[src/mem_pkg.sv]
package mem_pkg;

    // Memory geometry.
    localparam int unsigned MEM_BYTES  = 256;                // Total bytes in the array.
    localparam int unsigned MEM_ADDR_W = $clog2(MEM_BYTES);  // Byte index width.
    localparam int unsigned MEM_LANES  = 4;                  // Bytes per 32-bit word.

    // Store width as carried on the store channel.
    // Code 2'b11 is undefined and writes no bytes.
    typedef enum logic [1:0] {
        BYTE      = 2'b00,  // One byte, lane 0.
        HALF_WORD = 2'b01,  // Two bytes, lanes 0 and 1.
        WORD      = 2'b10   // All four lanes.
    } store_width_e;

    // Read request, shared by the load and fetch channels.
    typedef struct packed {
        logic        request;  // One-cycle strobe.
        logic [31:0] address;  // Byte address, upper bits ignored.
    } rd_req_t;

    // Read response, shared by the load and fetch channels.
    typedef struct packed {
        logic        valid;  // High for one cycle per request.
        logic [31:0] data;   // Little-endian word.
    } rd_rsp_t;

    // Store request.
    typedef struct packed {
        logic         request;  // One-cycle strobe.
        store_width_e width;    // Number of bytes written.
        logic [31:0]  address;  // Start byte, any alignment.
        logic [31:0]  data;     // Low bytes are written first.
    } store_req_t;

endpackage : mem_pkg

[src/store_lane_align.sv]
`timescale 1ns/100ps

module store_lane_align (
    input  logic                            clk_i,
    input  logic                            rst_n_i,
    input  mem_pkg::store_req_t             store_req_i,
    output logic                            wr_en_o,
    output logic [mem_pkg::MEM_ADDR_W-1:0]  wr_index_o,
    output logic [3:0]                      wr_mask_o,
    output logic [31:0]                     wr_data_o,
    output logic                            done_o
);

    import mem_pkg::*;

    logic done_q;

    // The write happens on the same edge that samples the request.
    assign wr_en_o    = store_req_i.request;
    assign wr_index_o = store_req_i.address[MEM_ADDR_W-1:0];  // Wraps modulo MEM_BYTES.

    // Width decode into a byte mask starting at lane 0.
    always_comb begin
        case (store_req_i.width)
            BYTE:      wr_mask_o = 4'b0001;
            HALF_WORD: wr_mask_o = 4'b0011;
            WORD:      wr_mask_o = 4'b1111;
            default:   wr_mask_o = 4'b0000;  // Undefined code, nothing written.
        endcase
    end

    // Lane k carries data byte k; unused lanes are driven to zero.
    always_comb begin
        for (int k = 0; k < MEM_LANES; k++) begin
            if (wr_mask_o[k]) begin
                wr_data_o[8*k +: 8] = store_req_i.data[8*k +: 8];
            end else begin
                wr_data_o[8*k +: 8] = 8'h00;
            end
        end
    end

    // Done follows every store request by one cycle, even an empty one.
    always_ff @(posedge clk_i) begin
        if (!rst_n_i) begin
            done_q <= 1'b0;
        end else begin
            done_q <= store_req_i.request;
        end
    end

    assign done_o = done_q;

endmodule : store_lane_align

[config.mk]
export PLATFORM = sky130hd
export DESIGN_NAME = store_lane_align
export DESIGN_NICKNAME = d
export VERILOG_FILES = /design/src/mem_pkg.sv /design/src/store_lane_align.sv
export SDC_FILE = /design/constraint.sdc
export NUM_CORES = 1
export LEC_CHECK = 0
export BUFFER_PORTS_ARGS = -buffer_cell sky130_fd_sc_hd__buf_2
export CELL_PAD_IN_SITES_DETAIL_PLACEMENT = 1
export CELL_PAD_IN_SITES_GLOBAL_PLACEMENT = 1
export CORE_AREA = 2 2 84 54
export DETAILED_ROUTE_END_ITERATION = 8
export DIE_AREA = 0 0 86 56
export PLACE_DENSITY_LB_ADDON = 0.1
export SLEW_MARGIN = 30
export SYNTH_ARGS = -nofsm -noshare
export SYNTH_HDL_FRONTEND = slang
export SYNTH_SLANG_ARGS = --single-unit
[constraint.sdc]
create_clock -name clk_i -period 0.85 [get_ports clk_i]
set_input_delay 0.085 -clock clk_i [delete_from_list [all_inputs] [get_ports clk_i]]
set_output_delay 0.085 -clock clk_i [all_outputs]
set_load 0.02 [all_outputs]
### After elaboration in Yosys (flattened, before gate mapping)

Index checks and enable logic that the tools add are counted.

* register bits after elaboration: 1
* bits of input ports: 69
* output and inout port bits: 46

* equal/unequal tests: 2
* multiplexer cells: 5
* reduce and logical (&&, ||, !) cells: 1

Operators by type and width (count)
* $mux 8: 4
* $pmux 4 s3: 1
* $eq 2x1->1 const B: 1
* $eq 2x2->1 const B: 1
* $logic_not 2->1: 1

### Logic depth before layout (Yosys ltp)

* depth in word-level cells: 3
* gate-level depth with buffers: 4
* gate-level depth less buffers: 3

### Worst setup path before layout

No wires, ideal clock.

* path kind: input to output
* start point: in store_req_i[64] (netlist name)
* end point: out wr_data_o[10]
* arrival: 826 ps
* data required time: 765 ps
* path slack: -61 ps
* stages on the path: 3
* path buffers: 0
* cell sequence: inv_1 -> ha_1 -> nor2b_1

* longest elaborated chain between the ends: 3
* elaborated cells between the ends (all ways): 5
* classes of those cells: eq/ne: 2; mux: 2; reduce/logical: 1

Ends and longest elaborated chain
* from (decl): RTL line store_lane_align.sv:6 `input mem_pkg::store_req_t store_req_i,`
* $eq 2x2->1 (tied with other cells): RTL line store_lane_align.sv:24 `case (store_req_i.width)`
* $pmux 4 s3 (*): RTL line store_lane_align.sv:24
* $mux 8 (*): RTL line store_lane_align.sv:35 `if (wr_mask_o[k]) begin`
* to (decl): RTL line store_lane_align.sv:10 `output logic [31:0] wr_data_o,`

Every way passes the cells marked *; elsewhere a longest branch is shown, timed or not.

### Final worst setup path

* start point: in store_req_i[64] (netlist name)
* end point: out wr_data_o[11]

Same word-level chain as after synthesis.

==> metrics.csv <==
metric,value,unit
cp_data_required_time,0.76,ns
postSynthAreaPerCell,7.56,µm²
max_ir_drop_vdd,0.000163,V
placementRows,18,
drv.max_cap_violation_count,0,
crit_slowest_cell,sky130_fd_sc_hd__ha_4,
fin_nets,194,
synth_top_cell_area_share,22.9,%
final_count_of_negative_setup_slack_endpoints,13,
layout.core_utilization,22.4,%
final-hold-violation-count,0,
grt_antenna_before_repair,0,
grt.total_usage,5.97,%
timing_max_transition_violations_final,0,
critPathMaxStageDelay,0.29,ns
achievable-frequency,1080,MHz
wire_per_inst,9.35,µm
postSynthNetCount,125,
postSynth.topFlopCell,sky130_fd_sc_hd__dfxtp_1,
grt_first_pass_wirelength,2460,µm
setup_repair_after_global_routing_missed_its_margin,true,
die_h,56,µm
worst_ep_arrival_time,0.84,ns
synth_seq_cells,1,
floorplan.io_pins,115,
synth_async_sr_flop_share,0,%
gp_congestion,0.685,
syn_area,393,µm²
drt_pre_antenna_iters,2,
final.period_utilization,109,%
vias_per_cell,3.36,
dieWidth,86,µm
yosys-top-cells-count,"13 x sky130_fd_sc_hd__nor2b_1, 12 x sky130_fd_sc_hd__and2_2, 10 x sky130_fd_sc_hd__buf_4",
crit_chain,buf_8 > inv_4 > ha_4 > and2b_2 > buf_6,
dp_hpwl,1340,µm
antenna_left,0,
tns,-0.376,ns
worstPathMaxFanout,6,
synth.area.top_cells,"sky130_fd_sc_hd__and2_2 23%, sky130_fd_sc_hd__nor2b_1 21%, sky130_fd_sc_hd__buf_4 19%, sky130_fd_sc_hd__ha_1 13%, sky130_fd_sc_hd__and2_1 8.0%",
startpoint_type,input port,
slew_of_the_pin_with_the_lowest_slew_margin,0.266,ns
violations,setup timing,
setup_slack,-0.0733,ns
antenna_cells_inserted,0,
outcome,"complete, but fails checks",
vias,567,
totalWireLength,1580,µm
p_leak,0.516,nW
syn2layout_area_growth,127,%
synthDistinctLibCells,9,
placeableCoreArea,0.00399,mm²
ys_seq_area_share,5.10,%
number_of_enable_flip_flop_cells_after_synthesis,0,
max_slew_margin,82.2,%
finalCriticalPeriod,0.923,ns
power-per-cell-area,635,mW/mm²
post-synth-top-area-cell,sky130_fd_sc_hd__and2_2,
drc_errors,0,
ys.warnings.count,0,
buffer_ports.inserted,74,
placed_cells_incl_taps,168,
flip_flop_count_of_the_largest_register_after_layout,1,
layout.cells.non_filler,169,
place_worst_setup_slack,-0.198,ns
initial_drc_count,4,
global_route_congestion_overflow_total,0,
timing.critical_path.to_type,primary output,
share_of_cells_above_drive_strength_1,80.7,%
synthMostInstantiatedCell,sky130_fd_sc_hd__nor2b_1,
hold_class,in2out,
synthCells,52,
grt_max_degree,17,
initial_core_util,9.86,%
design.die.area,0.00482,mm²
grt_pass1_vias,550,
kind_of_critical_path,in2out,
hold_slack,0.170,ns
==> area by class of cell <==
class	instances	area, µm²
well taps	50	62.6
repair buffers	78	502
inverters	3	13.8
flip-flops and latches	1	20.0
fillers	494	3090
multi-input cells	37	294
==> metal layers <==
| metal | vias to the layer above | global-route usage, % | routed length, µm |
|---|---|---|---|
| met4 | 0 | 0.227 | 0 |
| met3 | 0 | 0.742 | 152 |
| met1 | 259 | 6.47 | 547 |
| met2 | 31 | 12.6 | 881 |
| met5 | - | 0 | 0 |
| li1 | 277 | - | - |
==> worst max-delay path: cells and delay by family <==
family / cells / cell delay, ns
AND/OR/NAND/NOR: 1 / 0.22
adder cells (fa/ha/maj): 1 / 0.29
buffers and inverters: 3 / 0.24
==> stage by stage <==
step | area (µm²) | total power [mW]
final | 892 | 0.566
after CTS | 855 | 0.557
after global placement | 776 | 0.493
after global routing | 892 | 0.612
after detailed placement | 776 | 0.495
after floorplan | 407 | 0.360
==> layout by cell type (no fill, tap or decap) <==
cell type                 instances
sky130_fd_sc_hd__and2_1           5
sky130_fd_sc_hd__and2_2          12
sky130_fd_sc_hd__and2b_1          2
sky130_fd_sc_hd__and2b_2          1
sky130_fd_sc_hd__buf_2           47
sky130_fd_sc_hd__buf_4           24
sky130_fd_sc_hd__buf_6            5
sky130_fd_sc_hd__buf_8            2
sky130_fd_sc_hd__dfxtp_1          1
sky130_fd_sc_hd__ha_1             3
sky130_fd_sc_hd__ha_4             1
sky130_fd_sc_hd__inv_1            1
sky130_fd_sc_hd__inv_2            1
sky130_fd_sc_hd__inv_4            1
sky130_fd_sc_hd__nor2b_1         11
sky130_fd_sc_hd__nor2b_2          2
==> kinds of logic after synthesis <==
| family | after synthesis | share of synthesized area, % |
|---|---|---|
| buffers and inverters | 14 | 24.8 |
| AND/OR/NAND/NOR | 33 | 57.3 |
| adder cells (fa/ha/maj) | 4 | 12.7 |
| flip-flops | 1 | 5.10 |
==> path summary, 6_finish.rpt <==
check / startpoint / endpoint / slack [ns] / depth (start not counted)
setup / recovery: store_req_i[64] / wr_data_o[11] / -0.07 / 5
hold / removal: store_req_i[35] / wr_index_o[3] / 0.17 / 0
==> timing repair <==
action / CTS / global route
gates resized for setup: 28 / 15
hold buffers: 0 / 0
setup buffers: 1 / 0
pin swaps: 1 / 0
setup endpoints to repair: 34 / 33
==> where the power goes <==
| part | switching, mW | internal [mW] | total (mW) |
|---|---|---|---|
| logic | 0.250 | 0.265 | 0.515 |
| clock network | 0 | 0 | 0 |
| registers | 0.000579 | 0.0504 | 0.0510 |
(Power assumes the default switching activity.)
