$ cat src/mem_pkg.sv
package mem_pkg;

    // Memory geometry.
    localparam int unsigned MEM_BYTES  = 256;                // Total bytes in the array.
    localparam int unsigned MEM_ADDR_W = $clog2(MEM_BYTES);  // Byte index width.
    localparam int unsigned MEM_LANES  = 4;                  // Bytes per 32-bit word.

    // Store width as carried on the store channel.
    // Code 2'b11 is undefined and writes no bytes.
    typedef enum logic [1:0] {
        BYTE      = 2'b00,  // One byte, lane 0.
        HALF_WORD = 2'b01,  // Two bytes, lanes 0 and 1.
        WORD      = 2'b10   // All four lanes.
    } store_width_e;

    // Read request, shared by the load and fetch channels.
    typedef struct packed {
        logic        request;  // One-cycle strobe.
        logic [31:0] address;  // Byte address, upper bits ignored.
    } rd_req_t;

    // Read response, shared by the load and fetch channels.
    typedef struct packed {
        logic        valid;  // High for one cycle per request.
        logic [31:0] data;   // Little-endian word.
    } rd_rsp_t;

    // Store request.
    typedef struct packed {
        logic         request;  // One-cycle strobe.
        store_width_e width;    // Number of bytes written.
        logic [31:0]  address;  // Start byte, any alignment.
        logic [31:0]  data;     // Low bytes are written first.
    } store_req_t;

endpackage : mem_pkg

$ cat src/word_read_port.sv
`timescale 1ns/100ps

module word_read_port #(
    parameter int unsigned ALIGN_BITS = 2  // Low address bits cleared, 0 to 2.
) (
    input  logic                            clk_i,
    input  logic                            rst_n_i,
    input  mem_pkg::rd_req_t                req_i,
    output logic [mem_pkg::MEM_ADDR_W-1:0]  rd_index_o,
    input  logic [31:0]                     rd_word_i,
    output mem_pkg::rd_rsp_t                rsp_o
);

    import mem_pkg::*;

    logic [MEM_ADDR_W-1:0] align_mask;
    rd_rsp_t               rsp_q;

    // Ones above the alignment bits, zeros below.
    assign align_mask = ~((MEM_ADDR_W'(1) << ALIGN_BITS) - MEM_ADDR_W'(1));

    // Upper address bits beyond the array are dropped.
    assign rd_index_o = req_i.address[MEM_ADDR_W-1:0] & align_mask;

    // Word is sampled on the request edge, so a same-edge store is not seen.
    always_ff @(posedge clk_i) begin
        if (!rst_n_i) begin
            rsp_q <= '0;
        end else begin
            rsp_q.valid <= req_i.request;  // One-cycle valid pulse.
            rsp_q.data  <= rd_word_i;
        end
    end

    assign rsp_o = rsp_q;

endmodule : word_read_port

$ cat config.mk
export PLATFORM = sky130hd
export DESIGN_NAME = word_read_port
export DESIGN_NICKNAME = d
export VERILOG_FILES = /design/src/mem_pkg.sv /design/src/word_read_port.sv
export SDC_FILE = /design/constraint.sdc
export NUM_CORES = 1
export LEC_CHECK = 0
export BUFFER_PORTS_ARGS = -buffer_cell sky130_fd_sc_hd__buf_4
export CORE_MARGIN = 2
export CORE_UTILIZATION = 30
export CTS_CLUSTER_DIAMETER = 100
export DETAILED_ROUTE_END_ITERATION = 10
export GPL_TIMING_DRIVEN = 0
export PLACE_DENSITY = 0.83
export SETUP_SLACK_MARGIN = 0.05
export SLEW_MARGIN = 30
export SYNTH_ARGS = -nofsm -noshare
export SYNTH_HDL_FRONTEND = slang
export SYNTH_SLANG_ARGS = --single-unit
$ cat constraint.sdc
create_clock -name clk_i -period 0.8 [get_ports clk_i]
set_input_delay 0.08 -clock clk_i [delete_from_list [all_inputs] [get_ports clk_i]]
set_output_delay 0.08 -clock clk_i [all_outputs]
set_load 0.05 [all_outputs]
Word-level counts from Yosys, hierarchy flattened:

Index checks and enable logic that the tools add are counted.

* bits in registers: 33
* logic and storage cells: 2
* output and inout port bits: 41

Depth between registers and ports, before layout:

* depth in word-level cells: 0
* gate-level depth with buffers: 2
* depth with buffers taken out: 1

Worst setup path before layout:

Ideal clock, no wire load.

* path kind: reg2out
* start point: register rsp_q, in the netlist rsp_o[0]
* end point: output rsp_o[0] (netlist name)
* buffers on the path: 0
* setup slack: 0.133 ns
* arrival time: 0.587 ns
* stages on the path, launching flop included: 1
* cell sequence: dfxtp_1

RTL lines
* start, declared: line word_read_port.sv:17 `rd_rsp_t rsp_q;`
* end, declared: line word_read_port.sv:11 `output mem_pkg::rd_rsp_t rsp_o`

No word-level cell between the ends.

Worst setup path after layout:

* start point: register rsp_q, in the netlist rsp_o[4]
* end point: output rsp_o[4] (netlist name)

No word-level cell between the ends.

==> results by stage <==
Outcome:
- The flow ran to the end, but the final reports show violations.
- The final reports fail on negative setup slack.

Global routing:
- The busiest metal layer after global routing is met2.
- The pin count of the biggest net entering global routing is 11.
- The met2 layer usage reported by global route is 0.3435.
- The number of antenna violations at the first check in global routing is 0.
- The overall track demand over capacity in global routing is 0.1629.
- The first-pass GRT wire length is slightly above 4 mm.
- The number of global-route vias before repair is between 900 and 1000.
- For this run, global-route usage on met1 was measured as 0.1196.
- The met3 capacity usage during global routing is 0.06092.
- The remaining global-route overflow is 0.

Layout:
- The diode insertion count for antenna repair is 0.
- The flip-flop count of the largest register, all copies and words added is 33.
- The post-route non-filler standard cell count is 236.
- The final net count is around 260.
- The area growth from synthesis to layout is 127.5%.
- In the final layout, the share of cells above drive strength 1 is 0.8125.
- Leaving out fill and tap cells, the most frequent cell in the layout is buf_4.
- For this run, the share of the core covered by cells in the final layout is 0.7238.
- The library cells used most frequently in the layout, excluding fill and tap cells, are 48 x buf_4, 33 x and2_2, 33 x dlygate4sd3_1, 33 x dfxtp_2, 27 x buf_8.

Synthesis:
- The xor-xnor portion of the synthesized cell area is 0.
- Sorting the synthesized cells by area gives the leading types as dfxtp_1 67%, and2_2 25%, buf_4 6.1%.
- Of the post-synthesis cell area, the dominant cell type holds 0.6692.
- Summing every instance area after synthesis gives about 990 um^2.
- The post-synthesis sequential element count is 33.
- The number of distinct library cell variants in the gate-level netlist after synthesis is 5.
- Counting every instance in the synthesized netlist gives between 70 and 80.
- Of the total synthesized cell area, the portion taken by AND, OR, NAND and NOR gates is 0.2510.
- The dominant combinational cell family by area after synthesis is simple AND/OR/NAND/NOR gates.
- The mux contribution to synthesized area is 0.
- The largest area contributor in the netlist is dfxtp_1.
- The share of the synthesized area in compound gates (AO/OA/AOI/OAI) is 0.
- Yosys printed 0 warnings.
- The synthesized area per cell is around 13 um^2.
- Of the synthesized area, sequential elements account for 0.6692.
- Of the total synthesized cell area, the portion taken by full adders, half adders and majority gates is 0.

Timing:
- The post-route minimum period is between 0.8 and 0.9 ns.
- The number of pins with negative max-slew slack in the final report is 0.
- Setup repair after global routing could not meet its margin everywhere.
- Hold is met by between 0.015 and 0.02 ns.
- The number of failing hold endpoints at the final stage is 0.
- The maximum achievable frequency is 1.112 GHz.
- The share of the cycle needed by the critical path after routing is 1.124.
- The final number of setup-violating endpoints is 33.
- After layout, the worst setup slack is -0.09935 ns.

Power:
- Of the total power, the share spent switching nets is 0.2823.
- The clock power share is 0.240.
- The worst supply voltage drop on vdd is between 0.0009 and 0.001 V.
- For this design the ratio of total power to cell area is about 1700 nW/um^2.
- The internal power of the cells totals 0.002697 W.
- Of the total power, registers draw 0.480.
- The combinational share of power is 0.280.
- The analysis attributes to cell leakage a power of 1.049 nW.
- For this design the total switching power over the nets is between 0.001 and 0.0015 W.

Setup path:
- The critical path goes through buf_8.
- The critical path is of the reg -> out type.
- Along the worst path, the maximum fanout reaches 1.
- For the worst setup path, the data arrival time is between 0.8 and 0.9 ns.
- The element type at the critical path start is a flop.
- The start point of the critical path is rsp_o[4].
- STA classifies the critical path endpoint as an output pin.
- The required arrival time at the worst endpoint is roughly 0.7 ns.
- The kind of cell with the highest combined delay along the critical path is flip-flops.
- The number of buffers and inverters on the critical path is 1.
- In this design, the stage delay of the slowest critical-path cell is 0.35 ns.
- On the critical path, the stage with the largest delay is an instance of dfxtp_2.

Place:
- The final HPWL from detailed placement is ~1.8 mm.
- The number of placed instances, taps included, is 196.
- The number of input and output port buffers inserted is 73.
- The global placement routability congestion is between 0.6 and 0.7.

Detailed routing:
- The post-detailed-route wirelength per cell is ~12 um.
- The number of DRC markers in iteration 0 is 7.
- The final route contains just over 900 vias.
- The final wirelength is 2.875 mm.
- The number of routed nets with antenna violations is 0.
- The first detailed-routing pass ran for 4 iterations.
- The number of remaining DRC errors is 0.
- The detailed-route vias per instance is about 3.9.

Clock tree:
- The total setup buffers inserted after CTS is 0.
- The tree is rooted in a clkbuf_4.
- The H-tree generated during clock tree synthesis spans 2 levels.
- The number of buffers added by the clock tree synthesis step is 5.
- The longest clock path from root to sink contains 2 buffers.
- The clock sink count is 33.
- The CTS tree is yes.
- The clock-pin slew on the worst setup and hold paths is about 0.090 ns.

Die:
- The die is 61.37 um wide.
- For this configuration, the core starts out at a cell density of 0.3181.
- The vertical die dimension is slightly above 60 um.
- The row count is 20.
- In this run the count of I/O pins placed on the die edge is ~110.
- The die footprint is approximately 3800 um^2.
- The region available for standard cell placement spans 3103 um^2.

Min path:
- The beginning of the worst hold path is rst_n_i.
- The type of the tightest min-delay check is in -> reg.

Flow run:
- Across the run, the number of max-cap violations was 0.
final cells by class:
cell class	count	area (um^2)
plain buffers	11	75.07
clock buffers	7	55.05
fillers	217	857.1
multi-input cells	35	255.2
flip-flops and latches	33	701.9
well taps	44	55.05
repair buffers	106	1104
metrics by stage:
step                power, W  instance area [um^2]  setup WS [ns]  TNS (ns)
floorplan           0.002298                 991.0         0.1327         0
global placement    0.002588                  1594         0.1159         0
detailed placement  0.002605                  1594        0.08872         0
CTS                 0.003762                  2190        -0.1251    -3.323
global route        0.003904                  2246        -0.1307    -3.706
finish              0.003758                  2246       -0.09935    -2.823
kinds of logic (layout without fill, tap and decap cells):
group                  Yosys count  count (layout)
DFF                             33              33
and+or+nand+nor                 33              33
buffers and inverters           11             124
other                            1               2
cell usage after synthesis:
cell type,n
conb_1,1
buf_4,8
and2_2,33
dfxtp_1,33
clkbuf_2,3
timing repair:
| action | in CTS | in global routing |
|---|---|---|
| resized for setup | 78 | 15 |
| hold buffers | 33 | 0 |
| pin swaps | 0 | 0 |
| endpoints found under the hold margin | 33 | 0 |
| setup endpoints to repair | 33 | 33 |
per-layer routing:
layer  wire, um  share of wire  vias to the layer above
met5          0              0                        -
met4         64          0.022                        0
met3        215          0.075                        7
met2       1750           0.61                       53
met1        845           0.29                      417
li1           -              -                      448
power groups by stage:
stage                     registers, W  clock network, W  logic [W]
final                          0.00180          0.000901    0.00105
after global placement         0.00179                 0   0.000798
after floorplan                0.00211                 0   0.000193
after global routing           0.00181          0.000990    0.00110
after detailed placement       0.00179                 0   0.000811
after CTS                      0.00180          0.000946    0.00102
path summary, 6_finish.rpt:
| kind | end | slack [ns] | cells past startpoint |
|---|---|---|---|
| setup / recovery | rsp_o[4] | -0.1 | 1 |
| hold / removal | rsp_o[29] | 0.02 | 2 |
Power figures use the tool's default switching activity.
